**src/rob_defs.svh**
```systemverilog
`ifndef ROB_DEFS_SVH
`define ROB_DEFS_SVH

// ---------------------------------------------------------------------------
// ROB geometry
// ---------------------------------------------------------------------------
`define ROB_DEPTH     8
`define ROB_IDX_W     3
`define CMT_ID_W      4   // Index plus wrap bit

// Dispatch and completion
`define DISP_SIZE     2
`define CMT_BUS_SIZE  2

// Branch tags in flight and the branch mask width
`define BRTAG_NUM     4
`define BRTAG_W       2

// Address and data widths
`define VADDR_W       32
`define XLEN_W        32

`endif

```
**src/rob_pkg.sv**
```systemverilog
`default_nettype none
`include "rob_defs.svh"

package rob_pkg;

  localparam int DISP_IDX_W = (`DISP_SIZE > 1) ? $clog2(`DISP_SIZE) : 1;

  // Codes follow mcause
  typedef enum logic [3:0] {
    NO_EXCEPT    = 4'd0,
    ILLEGAL_INST = 4'd2,
    LOAD_FAULT   = 4'd5,
    STORE_FAULT  = 4'd7,
    ECALL        = 4'd11
  } except_t;

  // Slot depends on a branch that resolved as mispredicted
  function automatic logic is_br_flush_target(
    input logic [`BRTAG_NUM-1:0] br_mask,
    input logic [`BRTAG_W-1:0]   br_tag,
    input logic                  br_dead,
    input logic                  br_mispredict
  );
    return br_mask[br_tag] & ~br_dead & br_mispredict;
  endfunction

  // One-hot group slot to slot index
  function automatic logic [DISP_IDX_W-1:0] encode_grp(
    input logic [`DISP_SIZE-1:0] grp
  );
    logic [DISP_IDX_W-1:0] idx;
    idx = '0;
    for (int d = 0; d < `DISP_SIZE; d++) begin
      if (grp[d]) begin
        idx = idx | DISP_IDX_W'(d);
      end
    end
    return idx;
  endfunction

endpackage

`default_nettype wire

```
**src/rob_commit.sv**
```systemverilog
`default_nettype none
`include "rob_defs.svh"

module rob_commit
  import rob_pkg::*;
(
  input  wire [`ROB_DEPTH-1:0]  i_valid,
  input  wire [`CMT_ID_W-1:0]   i_cmt_id [`ROB_DEPTH],
  input  wire [`VADDR_W-1:0]    i_pc [`ROB_DEPTH],
  input  wire [`DISP_SIZE-1:0]  i_grp [`ROB_DEPTH],
  input  wire [`DISP_SIZE-1:0]  i_done_grp [`ROB_DEPTH],
  input  wire [`DISP_SIZE-1:0]  i_dead [`ROB_DEPTH],
  input  wire [`DISP_SIZE-1:0]  i_except_valid [`ROB_DEPTH],
  input  wire except_t          i_except_cause [`ROB_DEPTH][`DISP_SIZE],
  input  wire [`XLEN_W-1:0]     i_except_tval [`ROB_DEPTH][`DISP_SIZE],
  input  wire [`DISP_SIZE-1:0]  i_redirect_valid [`ROB_DEPTH],
  input  wire [`VADDR_W-1:0]    i_redirect_vaddr [`ROB_DEPTH][`DISP_SIZE],
  input  wire [`ROB_DEPTH-1:0]  i_block_all_done,
  input  wire [`ROB_IDX_W-1:0]  i_head_idx,
  output logic                  o_commit,
  output logic                  o_kill,
  output logic                  o_commit_valid,
  output logic [`CMT_ID_W-1:0]  o_commit_cmt_id,
  output logic [`DISP_SIZE-1:0] o_commit_dead_grp,
  output logic                  o_commit_except_valid,
  output except_t               o_commit_except_cause,
  output logic [`XLEN_W-1:0]    o_commit_except_tval,
  output logic [`VADDR_W-1:0]   o_commit_except_pc,
  output logic                  o_commit_redirect_valid,
  output logic [`VADDR_W-1:0]   o_commit_redirect_vaddr
);

  logic [`DISP_SIZE-1:0] w_live;
  logic [`DISP_SIZE-1:0] w_exc;
  logic [`DISP_SIZE-1:0] w_rdr;
  logic [`DISP_SIZE-1:0] w_exc_oh;
  logic [`DISP_SIZE-1:0] w_rdr_oh;
  logic [DISP_IDX_W-1:0] w_exc_idx;
  logic [DISP_IDX_W-1:0] w_rdr_idx;

  // Head entry retires once every slot is done or dead
  assign o_commit = i_valid[i_head_idx] & i_block_all_done[i_head_idx];

  // -------------------------------------------------------------------------
  // Exception and redirect select, oldest slot first
  // -------------------------------------------------------------------------
  assign w_live = i_grp[i_head_idx] & i_done_grp[i_head_idx] & ~i_dead[i_head_idx];
  assign w_exc  = w_live & i_except_valid[i_head_idx];
  assign w_rdr  = w_live & i_redirect_valid[i_head_idx];

  assign w_exc_oh  = w_exc & (~w_exc + 1'b1);  // Lowest set bit
  assign w_rdr_oh  = w_rdr & (~w_rdr + 1'b1);
  assign w_exc_idx = encode_grp(w_exc_oh);
  assign w_rdr_idx = encode_grp(w_rdr_oh);

  assign o_commit_except_valid   = o_commit & (|w_exc);
  assign o_commit_redirect_valid = o_commit & ~(|w_exc) & (|w_rdr);
  assign o_kill                  = o_commit_except_valid | o_commit_redirect_valid;

  assign o_commit_valid    = o_commit;
  assign o_commit_cmt_id   = i_cmt_id[i_head_idx];
  assign o_commit_dead_grp = i_dead[i_head_idx] & i_grp[i_head_idx];

  assign o_commit_except_cause = i_except_cause[i_head_idx][w_exc_idx];
  assign o_commit_except_tval  = i_except_tval[i_head_idx][w_exc_idx];
  // 4-byte slots from the group PC
  assign o_commit_except_pc    = i_pc[i_head_idx] + (`VADDR_W'(w_exc_idx) << 2);

  assign o_commit_redirect_vaddr = i_redirect_vaddr[i_head_idx][w_rdr_idx];

endmodule

`default_nettype wire

```
**src/rob_entry.sv**
```systemverilog
`default_nettype none
`include "rob_defs.svh"

module rob_entry
  import rob_pkg::*;
(
  input  wire                      i_clk,
  input  wire                      i_reset_n,
  input  wire [`CMT_ID_W-1:0]      i_cmt_id,
  input  wire                      i_load_valid,
  input  wire [`VADDR_W-1:0]       i_load_pc,
  input  wire [`DISP_SIZE-1:0]     i_load_slot_valid,
  input  wire [`DISP_SIZE-1:0]     i_load_illegal,
  input  wire [`BRTAG_NUM-1:0]     i_load_br_mask [`DISP_SIZE],
  input  wire [`CMT_BUS_SIZE-1:0]  i_done_valid,
  input  wire [`CMT_ID_W-1:0]      i_done_cmt_id [`CMT_BUS_SIZE],
  input  wire [`DISP_SIZE-1:0]     i_done_grp [`CMT_BUS_SIZE],
  input  wire [`CMT_BUS_SIZE-1:0]  i_done_except_valid,
  input  wire except_t             i_done_except_cause [`CMT_BUS_SIZE],
  input  wire [`XLEN_W-1:0]        i_done_except_tval [`CMT_BUS_SIZE],
  input  wire                      i_br_update,
  input  wire [`BRTAG_W-1:0]       i_br_tag,
  input  wire                      i_br_dead,
  input  wire                      i_br_mispredict,
  input  wire [`CMT_ID_W-1:0]      i_br_cmt_id,
  input  wire [`DISP_SIZE-1:0]     i_br_grp,
  input  wire [`VADDR_W-1:0]       i_br_target,
  input  wire                      i_commit_finish,
  input  wire                      i_kill,
  output logic                     o_valid,
  output logic [`VADDR_W-1:0]      o_pc,
  output logic [`DISP_SIZE-1:0]    o_grp,
  output logic [`DISP_SIZE-1:0]    o_done_grp,
  output logic [`DISP_SIZE-1:0]    o_dead,
  output logic [`DISP_SIZE-1:0]    o_except_valid,
  output except_t                  o_except_cause [`DISP_SIZE],
  output logic [`XLEN_W-1:0]       o_except_tval [`DISP_SIZE],
  output logic [`DISP_SIZE-1:0]    o_redirect_valid,
  output logic [`VADDR_W-1:0]      o_redirect_vaddr [`DISP_SIZE],
  output logic                     o_block_all_done
);

  logic                  r_valid, w_valid;
  logic [`VADDR_W-1:0]   r_pc, w_pc;
  logic [`DISP_SIZE-1:0] r_grp, w_grp;
  logic [`DISP_SIZE-1:0] r_done, w_done;
  logic [`DISP_SIZE-1:0] r_dead, w_dead;
  logic [`BRTAG_NUM-1:0] r_br_mask [`DISP_SIZE];
  logic [`BRTAG_NUM-1:0] w_br_mask [`DISP_SIZE];
  logic [`DISP_SIZE-1:0] r_except_valid, w_except_valid;
  except_t               r_except_cause [`DISP_SIZE];
  except_t               w_except_cause [`DISP_SIZE];
  logic [`XLEN_W-1:0]    r_except_tval [`DISP_SIZE];
  logic [`XLEN_W-1:0]    w_except_tval [`DISP_SIZE];
  logic [`DISP_SIZE-1:0] r_redirect_valid, w_redirect_valid;
  logic [`VADDR_W-1:0]   r_redirect_vaddr [`DISP_SIZE];
  logic [`VADDR_W-1:0]   w_redirect_vaddr [`DISP_SIZE];

  logic [`DISP_SIZE-1:0] w_rpt_hit;
  logic [`DISP_SIZE-1:0] w_rpt_except_valid;
  except_t               w_rpt_except_cause [`DISP_SIZE];
  logic [`XLEN_W-1:0]    w_rpt_except_tval [`DISP_SIZE];

  // -------------------------------------------------------------------------
  // Done report match per slot
  // -------------------------------------------------------------------------
  always_comb begin
    for (int d = 0; d < `DISP_SIZE; d++) begin
      w_rpt_hit[d]          = 1'b0;
      w_rpt_except_valid[d] = 1'b0;
      w_rpt_except_cause[d] = NO_EXCEPT;
      w_rpt_except_tval[d]  = '0;
      for (int c = 0; c < `CMT_BUS_SIZE; c++) begin
        if (i_done_valid[c] && (i_done_cmt_id[c] == i_cmt_id) &&
            (i_done_grp[c] == (`DISP_SIZE'(1) << d))) begin
          w_rpt_hit[d]          = 1'b1;
          w_rpt_except_valid[d] = i_done_except_valid[c];
          w_rpt_except_cause[d] = i_done_except_cause[c];
          w_rpt_except_tval[d]  = i_done_except_tval[c];
        end
      end
    end
  end

  // -------------------------------------------------------------------------
  // Next state
  // -------------------------------------------------------------------------
  always_comb begin
    w_valid          = r_valid;
    w_pc             = r_pc;
    w_grp            = r_grp;
    w_done           = r_done;
    w_dead           = r_dead;
    w_br_mask        = r_br_mask;
    w_except_valid   = r_except_valid;
    w_except_cause   = r_except_cause;
    w_except_tval    = r_except_tval;
    w_redirect_valid = r_redirect_valid;
    w_redirect_vaddr = r_redirect_vaddr;

    if (i_load_valid) begin
      w_valid          = 1'b1;
      w_pc             = i_load_pc;
      w_grp            = i_load_slot_valid;
      w_dead           = {`DISP_SIZE{i_kill}};  // Flush in progress
      w_redirect_valid = '0;
      for (int d = 0; d < `DISP_SIZE; d++) begin
        // Illegal slots never execute
        w_br_mask[d]      = i_load_br_mask[d];
        w_done[d]         = i_load_slot_valid[d] & i_load_illegal[d];
        w_except_valid[d] = i_load_slot_valid[d] & i_load_illegal[d];
        w_except_cause[d] = i_load_illegal[d] ? ILLEGAL_INST : NO_EXCEPT;
        w_except_tval[d]  = '0;
      end
    end else if (r_valid) begin
      if (i_commit_finish && o_block_all_done) begin
        w_valid = 1'b0;
      end
      for (int d = 0; d < `DISP_SIZE; d++) begin
        if (w_rpt_hit[d]) begin
          w_done[d] = 1'b1;
          if (!r_dead[d]) begin
            w_except_valid[d] = w_rpt_except_valid[d];
            w_except_cause[d] = w_rpt_except_cause[d];
            w_except_tval[d]  = w_rpt_except_tval[d];
          end
        end
      end
      w_dead = r_dead | {`DISP_SIZE{i_kill}};
      // Redirect recorded in the entry owning the branch
      if (i_br_update && (i_br_cmt_id == i_cmt_id) && !i_br_dead && i_br_mispredict) begin
        w_redirect_valid[encode_grp(i_br_grp)] = 1'b1;
        w_redirect_vaddr[encode_grp(i_br_grp)] = i_br_target;
      end
    end

    // Also covers a group loaded this cycle
    if (i_br_update && w_valid) begin
      for (int d = 0; d < `DISP_SIZE; d++) begin
        if (w_grp[d] && is_br_flush_target(w_br_mask[d], i_br_tag, i_br_dead,
                                            i_br_mispredict)) begin
          w_done[d] = 1'b1;
          w_dead[d] = 1'b1;
        end
        w_br_mask[d][i_br_tag] = 1'b0;  // Tag resolved
      end
    end
  end

  always_ff @(posedge i_clk or negedge i_reset_n) begin
    if (!i_reset_n) begin
      r_valid          <= 1'b0;
      r_done           <= '0;
      r_dead           <= '0;
      r_except_valid   <= '0;
      r_redirect_valid <= '0;
    end else begin
      r_valid          <= w_valid;
      r_done           <= w_done;
      r_dead           <= w_dead;
      r_except_valid   <= w_except_valid;
      r_redirect_valid <= w_redirect_valid;
    end
  end

  always_ff @(posedge i_clk) begin
    r_pc             <= w_pc;
    r_grp            <= w_grp;
    r_br_mask        <= w_br_mask;
    r_except_cause   <= w_except_cause;
    r_except_tval    <= w_except_tval;
    r_redirect_vaddr <= w_redirect_vaddr;
  end

  assign o_valid          = r_valid;
  assign o_pc             = r_pc;
  assign o_grp            = r_grp;
  assign o_done_grp       = r_done;
  assign o_dead           = r_dead;
  assign o_except_valid   = r_except_valid;
  assign o_except_cause   = r_except_cause;
  assign o_except_tval    = r_except_tval;
  assign o_redirect_valid = r_redirect_valid;
  assign o_redirect_vaddr = r_redirect_vaddr;
  assign o_block_all_done = r_valid & (((r_done | r_dead) & r_grp) == r_grp);

endmodule

`default_nettype wire

```
**src/rob_ptr_ctrl.sv**
```systemverilog
`default_nettype none
`include "rob_defs.svh"

module rob_ptr_ctrl (
  input  wire                    i_clk,
  input  wire                    i_reset_n,
  input  wire                    i_disp_valid,
  input  wire                    i_commit,
  output logic [`ROB_DEPTH-1:0]  o_load,
  output logic [`CMT_ID_W-1:0]   o_tail_id,
  output logic [`ROB_IDX_W-1:0]  o_head_idx,
  output logic                   o_rob_full
);

  logic [`CMT_ID_W-1:0] r_head;
  logic [`CMT_ID_W-1:0] r_tail;
  logic [`CMT_ID_W-1:0] w_count;
  logic                 w_push;

  // Wrap bits make a full ROB distinct from an empty one
  assign w_count    = r_tail - r_head;
  assign o_rob_full = (w_count == `CMT_ID_W'(`ROB_DEPTH));
  assign w_push     = i_disp_valid & ~o_rob_full;  // Ignored while full

  always_ff @(posedge i_clk or negedge i_reset_n) begin
    if (!i_reset_n) begin
      r_head <= '0;
      r_tail <= '0;
    end else begin
      if (w_push) begin
        r_tail <= r_tail + 1'b1;
      end
      if (i_commit) begin
        r_head <= r_head + 1'b1;
      end
    end
  end

  // One-hot load strobe at the tail
  assign o_load = w_push ? (`ROB_DEPTH'(1) << r_tail[`ROB_IDX_W-1:0]) : '0;

  assign o_tail_id  = r_tail;
  assign o_head_idx = r_head[`ROB_IDX_W-1:0];

endmodule

`default_nettype wire

```
**src/rob_top.sv**
```systemverilog
`default_nettype none
`include "rob_defs.svh"

module rob_top
  import rob_pkg::*;
(
  input  wire                     i_clk,
  input  wire                     i_reset_n,
  input  wire                     i_disp_valid,
  input  wire [`VADDR_W-1:0]      i_disp_pc,
  input  wire [`DISP_SIZE-1:0]    i_disp_slot_valid,
  input  wire [`DISP_SIZE-1:0]    i_disp_illegal,
  input  wire [`BRTAG_NUM-1:0]    i_disp_br_mask [`DISP_SIZE],
  output logic [`CMT_ID_W-1:0]    o_disp_cmt_id,
  output logic                    o_rob_full,
  input  wire [`CMT_BUS_SIZE-1:0] i_done_valid,
  input  wire [`CMT_ID_W-1:0]     i_done_cmt_id [`CMT_BUS_SIZE],
  input  wire [`DISP_SIZE-1:0]    i_done_grp [`CMT_BUS_SIZE],
  input  wire [`CMT_BUS_SIZE-1:0] i_done_except_valid,
  input  wire except_t            i_done_except_cause [`CMT_BUS_SIZE],
  input  wire [`XLEN_W-1:0]       i_done_except_tval [`CMT_BUS_SIZE],
  input  wire                     i_br_update,
  input  wire [`BRTAG_W-1:0]      i_br_tag,
  input  wire                     i_br_dead,
  input  wire                     i_br_mispredict,
  input  wire [`CMT_ID_W-1:0]     i_br_cmt_id,
  input  wire [`DISP_SIZE-1:0]    i_br_grp,
  input  wire [`VADDR_W-1:0]      i_br_target,
  output logic                    o_commit_valid,
  output logic [`CMT_ID_W-1:0]    o_commit_cmt_id,
  output logic [`DISP_SIZE-1:0]   o_commit_dead_grp,
  output logic                    o_commit_except_valid,
  output except_t                 o_commit_except_cause,
  output logic [`XLEN_W-1:0]      o_commit_except_tval,
  output logic [`VADDR_W-1:0]     o_commit_except_pc,
  output logic                    o_commit_redirect_valid,
  output logic [`VADDR_W-1:0]     o_commit_redirect_vaddr
);

  logic [`ROB_DEPTH-1:0]  w_load;
  logic [`ROB_IDX_W-1:0]  w_head_idx;
  logic                   w_commit;
  logic                   w_kill;
  logic [`CMT_ID_W-1:0]   w_cmt_id [`ROB_DEPTH];
  logic [`ROB_DEPTH-1:0]  w_valid;
  logic [`VADDR_W-1:0]    w_pc [`ROB_DEPTH];
  logic [`DISP_SIZE-1:0]  w_grp [`ROB_DEPTH];
  logic [`DISP_SIZE-1:0]  w_done_grp [`ROB_DEPTH];
  logic [`DISP_SIZE-1:0]  w_dead [`ROB_DEPTH];
  logic [`DISP_SIZE-1:0]  w_except_valid [`ROB_DEPTH];
  except_t                w_except_cause [`ROB_DEPTH][`DISP_SIZE];
  logic [`XLEN_W-1:0]     w_except_tval [`ROB_DEPTH][`DISP_SIZE];
  logic [`DISP_SIZE-1:0]  w_redirect_valid [`ROB_DEPTH];
  logic [`VADDR_W-1:0]    w_redirect_vaddr [`ROB_DEPTH][`DISP_SIZE];
  logic [`ROB_DEPTH-1:0]  w_block_all_done;

  rob_ptr_ctrl u_ptr_ctrl (
    .i_clk      (i_clk),
    .i_reset_n  (i_reset_n),
    .i_disp_valid (i_disp_valid),
    .i_commit   (w_commit),
    .o_load     (w_load),
    .o_tail_id  (o_disp_cmt_id),
    .o_head_idx (w_head_idx),
    .o_rob_full (o_rob_full)
  );

  for (genvar g = 0; g < `ROB_DEPTH; g++) begin : g_entry
    // Entries below the tail index hold the current wrap, the rest the previous one
    assign w_cmt_id[g] = {(`ROB_IDX_W'(g) < o_disp_cmt_id[`ROB_IDX_W-1:0]) ?
                          o_disp_cmt_id[`CMT_ID_W-1] : ~o_disp_cmt_id[`CMT_ID_W-1],
                          `ROB_IDX_W'(g)};

    rob_entry u_entry (
      .i_clk               (i_clk),
      .i_reset_n           (i_reset_n),
      .i_cmt_id            (w_cmt_id[g]),
      .i_load_valid        (w_load[g]),
      .i_load_pc           (i_disp_pc),
      .i_load_slot_valid   (i_disp_slot_valid),
      .i_load_illegal      (i_disp_illegal),
      .i_load_br_mask      (i_disp_br_mask),
      .i_done_valid        (i_done_valid),
      .i_done_cmt_id       (i_done_cmt_id),
      .i_done_grp          (i_done_grp),
      .i_done_except_valid (i_done_except_valid),
      .i_done_except_cause (i_done_except_cause),
      .i_done_except_tval  (i_done_except_tval),
      .i_br_update         (i_br_update),
      .i_br_tag            (i_br_tag),
      .i_br_dead           (i_br_dead),
      .i_br_mispredict     (i_br_mispredict),
      .i_br_cmt_id         (i_br_cmt_id),
      .i_br_grp            (i_br_grp),
      .i_br_target         (i_br_target),
      .i_commit_finish     (w_commit & (w_head_idx == `ROB_IDX_W'(g))),
      .i_kill              (w_kill),
      .o_valid             (w_valid[g]),
      .o_pc                (w_pc[g]),
      .o_grp               (w_grp[g]),
      .o_done_grp          (w_done_grp[g]),
      .o_dead              (w_dead[g]),
      .o_except_valid      (w_except_valid[g]),
      .o_except_cause      (w_except_cause[g]),
      .o_except_tval       (w_except_tval[g]),
      .o_redirect_valid    (w_redirect_valid[g]),
      .o_redirect_vaddr    (w_redirect_vaddr[g]),
      .o_block_all_done    (w_block_all_done[g])
    );
  end

  rob_commit u_commit (
    .i_valid                 (w_valid),
    .i_cmt_id                (w_cmt_id),
    .i_pc                    (w_pc),
    .i_grp                   (w_grp),
    .i_done_grp              (w_done_grp),
    .i_dead                  (w_dead),
    .i_except_valid          (w_except_valid),
    .i_except_cause          (w_except_cause),
    .i_except_tval           (w_except_tval),
    .i_redirect_valid        (w_redirect_valid),
    .i_redirect_vaddr        (w_redirect_vaddr),
    .i_block_all_done        (w_block_all_done),
    .i_head_idx              (w_head_idx),
    .o_commit                (w_commit),
    .o_kill                  (w_kill),
    .o_commit_valid          (o_commit_valid),
    .o_commit_cmt_id         (o_commit_cmt_id),
    .o_commit_dead_grp       (o_commit_dead_grp),
    .o_commit_except_valid   (o_commit_except_valid),
    .o_commit_except_cause   (o_commit_except_cause),
    .o_commit_except_tval    (o_commit_except_tval),
    .o_commit_except_pc      (o_commit_except_pc),
    .o_commit_redirect_valid (o_commit_redirect_valid),
    .o_commit_redirect_vaddr (o_commit_redirect_vaddr)
  );

endmodule

`default_nettype wire

```
**config.mk**
```make
export PLATFORM = sky130hd
export DESIGN_NAME = rob_top
export DESIGN_NICKNAME = d
export VERILOG_FILES = /design/src/rob_pkg.sv /design/src/rob_commit.sv /design/src/rob_entry.sv /design/src/rob_ptr_ctrl.sv /design/src/rob_top.sv
export VERILOG_INCLUDE_DIRS = /design/src
export SDC_FILE = /design/constraint.sdc
export NUM_CORES = 2
export LEC_CHECK = 0
export ABC_AREA = 0
export BUFFER_PORTS_ARGS = -buffer_cell sky130_fd_sc_hd__buf_4
export CAP_MARGIN = 20
export CORE_MARGIN = 4
export CORE_UTILIZATION = 55
export DETAILED_ROUTE_END_ITERATION = 7
export PLACE_DENSITY = 0.74
export SLEW_MARGIN = 10
export SYNTH_ARGS = -nofsm -noshare
export SYNTH_HDL_FRONTEND = slang
export SYNTH_SLANG_ARGS = --single-unit
```
**constraint.sdc**
```tcl
create_clock -name i_clk -period 12.5 [get_ports i_clk]
set_input_delay 1.875 -clock i_clk [delete_from_list [all_inputs] [get_ports i_clk]]
set_output_delay 1.875 -clock i_clk [all_outputs]
set_load 0.02 [all_outputs]
```
Word level (Yosys, flattened, before mapping)
Cells that the tools add are included.
{"block": "totals", "reg_bits": 1504, "input_bits": 178, "elab_cells": 1149}
{"block": "classes", "addsub": 6, "order_cmp": 46, "eq_ne": 60, "n_shift": 1, "n_mux": 547, "bitwise": 154, "n_reduce_logical": 205}
{"cell": "$mux 32", "count": 48}
{"cell": "$bwmux 64", "count": 8}
{"cell": "$bmux 64 s3", "count": 2}
{"cell": "$mux 8", "count": 35}
{"cell": "$mux 4", "count": 69}
{"cell": "$demux 32 s1", "count": 8}
{"cell": "$mux 64", "count": 4}
{"cell": "$mux 1", "count": 230}
{"cell": "$mux 2", "count": 108}
{"cell": "$logic_and 1x1->1", "count": 121}
{"cell": "$reduce_and 3->1", "count": 40}
{"cell": "$bmux 32 s3", "count": 1}
{"cell": "$eq 4x4->1", "count": 24}
{"cell": "$and 4x4->4", "count": 16}
{"cell": "$reduce_bool 2->1", "count": 32}
{"cell": "$and 1x1->1", "count": 55}
{"cell": "$or 2x2->2", "count": 24}
{"cell": "$add 32x3->32", "count": 1}
{"cell": "$bmux 1 s2", "count": 16}
{"cell": "$ne 2x2->1 const B", "count": 16}
{"cell": "$and 2x2->2", "count": 15}
{"cell": "$bmux 2 s3", "count": 5}
{"cell": "$not 1->1", "count": 28}
{"cell": "$bmux 8 s3", "count": 1}
{"cell": "other kinds (35)", "count": 112}

Logic depth before layout (Yosys ltp)
{"block": "depth", "ltp_word": 17, "depth_mapped": 18}

By module
Synthesis repeated with hierarchy kept, for this count alone.
{"block": "hier_totals", "cells_unflattened": 5550, "hier_area_um2": 71350.9}
{"mod": "rob_entry", "n_inst": 8, "cells_each": 549, "area_per_inst_um2": 7295.7, "seq_area_each_um2": 4829.6}
{"mod": "rob_commit", "n_inst": 1, "cells_each": 1060, "area_per_inst_um2": 12167.9, "seq_area_each_um2": 0.0}
{"mod": "rob_ptr_ctrl", "n_inst": 1, "cells_each": 68, "area_per_inst_um2": 635.6, "seq_area_each_um2": 200.2}
{"mod": "rob_top", "n_inst": 1, "cells_each": 30, "area_per_inst_um2": 181.4, "seq_area_each_um2": 0.0}

Worst setup path before layout
OpenSTA, ideal clock, no wires.
{"block": "synth_timing", "path_type": "flip-flop to flip-flop", "start": "register u_ptr_ctrl.r_head[2]", "end": "register g_entry[3].u_entry.r_redirect_vaddr, in the netlist g_entry[3].u_entry.o_redirect_vaddr[0], enable pin", "arrival_ns": 6.270, "required_time_ns": 11.984, "setup_slack_ns": 5.714, "stages_incl_launch_ff": 13, "n_path_buf": 4, "period_less_slack_ns": 6.786, "path_cell_list": "dfrtp_1 -> buf_2 -> inv_2 -> buf_4 -> buf_2 -> clkbuf_1 -> ha_1 -> a21oi_1 -> a21oi_1 -> o41a_1 -> nand2_1 -> clkinv_1 -> nor4b_1"}
{"block": "synth_via", "elab_chain_len": 7}
{"element": "start: declaration", "line_no": "rob_ptr_ctrl.sv:15", "text": "logic [`CMT_ID_W-1:0] r_head;"}
{"element": "start signal: assignment", "line_no": "rob_ptr_ctrl.sv:34", "text": "r_head <= r_head + 1'b1;"}
{"element": "$sub 4x4->4", "line_no": "rob_ptr_ctrl.sv:21", "text": "assign w_count = r_tail - r_head;"}
{"element": "$eq 4x4->1", "line_no": "rob_ptr_ctrl.sv:22", "text": "assign o_rob_full = (w_count == `CMT_ID_W'(`ROB_DEPTH));"}
{"element": "$not 1->1", "line_no": "rob_ptr_ctrl.sv:23", "text": "assign w_push = i_disp_valid & ~o_rob_full;"}
{"element": "$and 1x1->1", "line_no": "rob_ptr_ctrl.sv:23"}
{"element": "$mux 8", "line_no": "rob_ptr_ctrl.sv:40", "text": "assign o_load = w_push ? (`ROB_DEPTH'(1) << r_tail[`ROB_IDX_W-1:0]) : '0;"}
{"element": "$not 1->1 (no line)"}
{"element": "$reduce_and 3->1 (no line)"}
{"element": "end signal: assignment", "line_no": "rob_entry.sv:172", "text": "r_redirect_vaddr <= w_redirect_vaddr;"}
{"element": "end: declaration", "line_no": "rob_entry.sv:56", "text": "logic [`VADDR_W-1:0] r_redirect_vaddr [`DISP_SIZE];"}
No other way between the ends.
A chain may end at the register's enable or synchronous reset.

Worst setup path after layout
{"block": "layout_timing", "start": "register u_ptr_ctrl.r_head[0]", "end": "output port o_commit_except_pc[27]"}
{"block": "layout_via", "elab_chain_len": 12}
{"element": "$not 3->4 (not written as such) (*)", "line_no": "rob_commit.sv:47, rob_commit.sv:48, rob_commit.sv:67"}
{"element": "$bmux 2 s3", "line_no": "rob_commit.sv:47", "text": "assign w_live = i_grp[i_head_idx] & i_done_grp[i_head_idx] & ~i_dead[i_head_idx];"}
{"element": "$mux 2 (not written as such) (2 in a row)", "line_no": "rob_commit.sv:47"}
{"element": "$and 2x2->2 / $not 2->2 (equally long branches)", "line_no": "rob_commit.sv:47"}
{"element": "$and 2x2->2", "line_no": "rob_commit.sv:47"}
{"element": "$and 2x2->2", "line_no": "rob_commit.sv:48", "text": "assign w_exc = w_live & i_except_valid[i_head_idx];"}
{"element": "$not 2->2", "line_no": "rob_commit.sv:51", "text": "assign w_exc_oh = w_exc & (~w_exc + 1'b1);"}
{"element": "$add 2x1->2", "line_no": "rob_commit.sv:51"}
{"element": "$and 2x2->2", "line_no": "rob_commit.sv:51"}
{"element": "$mux 1", "line_no": "rob_pkg.sv:34", "text": "if (grp[d]) begin"}
{"element": "$add 32x3->32 (*)", "line_no": "rob_commit.sv:67", "text": "assign o_commit_except_pc = i_pc[i_head_idx] + (`VADDR_W'(w_exc_idx) << 2);"}
{"element": "end: declaration", "line_no": "rob_top.sv:35", "text": "output logic [`VADDR_W-1:0] o_commit_except_pc,"}
Every way passes the cells marked *; elsewhere a longest branch is shown, timed or not. The select of a mux whose other input is x is not followed.

==> flow_summary.yaml <==
power:
  power.density_mw_per_mm2: 230.8
  power.leakage_nw: 25.69
  p_seq_share_pct: 39.9
  total_power_w: 0.01768
  power.switching_w: 0.005893
  p_clk_share_pct: 25.9
  switching_share_pct: 33.34
  power_frac_comb_pct: 34.1
  internal-power_w: 0.01178
  peakVddDrop_mv: 0.1674
cells_and_area:
  finalInstanceArea_mm2: 0.07659
  layout.nets: 5354
  area_delta_synth_final_pct: 11.42
  drive_gt1_share_pct: 22.02
critical_path:
  critical_path_arrival_ps: 5890
  startpoint: "u_ptr_ctrl.r_head[0]"
  path_cells: "buf_12 > mux4_2 > mux2_2 > a221oi_1 > and2_2 > ha_1 > a21boi_1 > nand2_2 > or3_4 > nor3b_2 > xor2_1 > buf_4"
  reg2reg_slack_ps: 5530
  worst_setup_path_end_kind: "primary output"
  crit_slowest_cell: "dfrtp_4"
  critPathRequiredTime_ps: 10620
  max_stage_delay_ps: 920
  cp_max_fo: 111
  rr_startpoint: "u_ptr_ctrl.r_head[0]"
  setup.worst_path.start_class: "register"
  worstSetupPathType: "register to primary output"
logic_synthesis:
  syn-mean-instance-area_um2: 13.22
  synth_edf_count: 832
  synth.top_cell.area_share_pct: 36.35
  yosys-top-cells-count: "832 x edfxtp_1, 637 x nor2_1, 592 x dfxtp_1"
  synth-seq-cells: 1504
  yosysMostFrequentCell: "edfxtp_1"
  seq_area_frac_synth_pct: 56.50
  synth_ff_type: "edfxtp_1"
  synthTopCellsByArea: "edfxtp_1 36%, dfxtp_1 17%, mux4_2 14%"
  syn_area_mm2: 0.06874
  yosysWarningCount: 0
  yosysUniqueCellTypes: 91
  synth_nets: 5396
  synth-async-reset-ratio_pct: 5.319
  syn_inst: 5201
  yosys.area.top_type: "edfxtp_1"
clock_network:
  post_cts_buffers: 0
  cts-resized-gates: 0
  clk-insertion-delay-late_ps: 810
  htree_levels: 4
  postCtsHoldBufs: 0
  root_buffer: "clkbuf_16"
  cts_tree: "yes"
  cts_buffer_depth: 3
  clkSinkCount: 1504
  clk_pin_slew_ps: 60
  cts_buffers: 156
die:
  dieArea_mm2: 0.1307
  coreArea_mm2: 0.1240
  row_count: 129
  io_pins: 292
  die_w_um: 361.5
  start_util_pct: 55.45
  dieHeight_um: 361.5
grt:
  grt_pass1_vias: 47110
  use_met3_pct: 7.287
  grt_util_met2_pct: 49.23
  overflow: 0
  grt_busiest_layer: "met2"
  grt_max_degree: 112
  grt_usage_pct: 30.92
  grt_use_met1_pct: 40.54
  antenna_found_initial: 26
  grt_pass1_wl_um: 304300
run:
  cap_violations: 0
hold_path:
  holdCritStartpoint: "g_entry[3].u_entry.r_br_mask[6]"
  min_path_type: "register to register"
timing:
  rsz0062_at_grt: "false"
  worstMarginPinSlew_ps: 1154
  hold_viol: 0
  finalCritPeriodShare_pct: 62.08
  max_freq_ghz: 0.1289
  slew_violations: 0
  post-route-min-period_ps: 7760
  finalSetupTns_ps: 0
  max-slew-margin-rel_pct: 23.05
  setup_viol: 0
  clock_skew_ps: 42.92
drt:
  drt_iter0_drc: 5802
  vias: 46910
  first_pass_iters: 8
  drc: 1
  routed_wl_um: 204100
  wire_per_inst_um: 29.38
  final_antenna_net_count: 0
  viasPerCell: 6.755
placed_design:
  io_buffers: 290
  hpwl_um: 111700
  place.gp.congestion: 0.9274
  placed_cell_area_mm2: 0.07151
status:
  status: "finished, violations left"
  violations: "DRC"
==> cell families after synthesis <==
logic type | after synthesis | share of synthesized area, %
xor gates and xnor gates | 61 | 0.8810
AOI/OAI and AO/OA | 910 | 9.824
DFF | 1504 | 56.50
and+or+nand+nor | 1208 | 7.731
muxes | 887 | 20.95
buffers and inverters | 613 | 3.792
adders and majority gates | 18 | 0.3240
==> final timing paths <==
path,endpoint,cells after the start
setup / recovery,o_commit_except_pc[27],12
hold / removal,g_entry[3].u_entry.r_br_mask[6],2
setup reg to reg,g_entry[5].u_entry.o_except_cause[3],10
hold reg to reg,g_entry[3].u_entry.r_br_mask[6],2
max in group asynchronous,g_entry[6].u_entry.o_done_grp[1],2
min in group asynchronous,g_entry[4].u_entry.o_valid,1
==> layer usage <==
layer | part of all wire, % | up-vias
met2 | 47 | 2754
met3 | 10 | 649
met4 | 4.6 | 20
li1 | - | 20030
met5 | 0.063 | -
met1 | 38 | 23460
==> power groups by stage <==
stage          logic, W  registers, W  clock network (W)
5_1_grt         0.00646       0.00716            0.00485
6_report        0.00604       0.00706            0.00458
4_1_cts         0.00603       0.00704            0.00463
3_3_place_gp    0.00586       0.00708                  0
2_1_floorplan   0.00445       0.00685                  0
3_5_place_dp    0.00599       0.00713                  0
==> layout make-up <==
class	count	area [µm²]
diodes	23	57.56
clock buffers	208	4274
inverters	37	178.9
well taps	1637	2048
flip-flops and latches	1504	38850
clock inverters	76	696.9
fillers	9255	47370
multi-input cells	3084	27600
repair buffers	376	2880
==> registers in the layout (all words and copies together), names as in the netlist, 16 cells and up <==
register,cells
g_entry.u_entry.o_redirect_valid,16
g_entry.u_entry.o_except_tval,512
g_entry.u_entry.o_except_cause,64
g_entry.u_entry.o_except_valid,16
g_entry.u_entry.o_pc,256
g_entry.u_entry.o_done_grp,16
g_entry.u_entry.o_redirect_vaddr,512
g_entry.u_entry.o_dead,16
g_entry.u_entry.r_br_mask,64
g_entry.u_entry.o_grp,16
==> layout by cell type (no fill, tap or decap), types with 22 or more instances in the layout <==
master / instances
edfxtp_1: 832
nor2_1: 630
dfxtp_1: 592
mux4_2: 425
a211oi_1: 425
mux2i_1: 422
buf_4: 372
nand2_1: 233
clkbuf_16: 160
a22oi_1: 124
nor3_1: 118
a221oi_1: 110
dfrtp_1: 77
a21oi_1: 63
o21ai_0: 63
clkbuf_1: 39
nand3_1: 34
xnor2_1: 32
clkinv_2: 31
mux2_2: 29
a32oi_1: 24
clkinv_1: 24
diode_2: 23
inv_1: 23
xor2_1: 23
nand4_1: 22
==> worst max-delay path, delay by kind of cell, from the launching register on <==
kind | cells | cell delay [ps]
and+or+nand+nor | 4 | 1190
buffers and inverters | 2 | 860
muxes | 2 | 920
xor gates and xnor gates | 1 | 150
DFF | 1 | 920
AOI/OAI and AO/OA | 2 | 770
adders and majority gates | 1 | 230
==> stage by stage <==
step / worst slack (ps) / cells / util (%) / hold slack [ps]
after detailed placement: 5437 / 6636 / 57.69 / 441.7
after global placement: 5516 / 6636 / 57.69 / 436.2
after global routing: 4379 / 6934 / 61.76 / 467.3
after CTS: 4664 / 6920 / 61.70 / 453.7
after floorplan: 5714 / 5201 / - / 426.3
final: 4740 / 6945 / 61.79 / 457.2
Power figures use the tool's default switching activity.
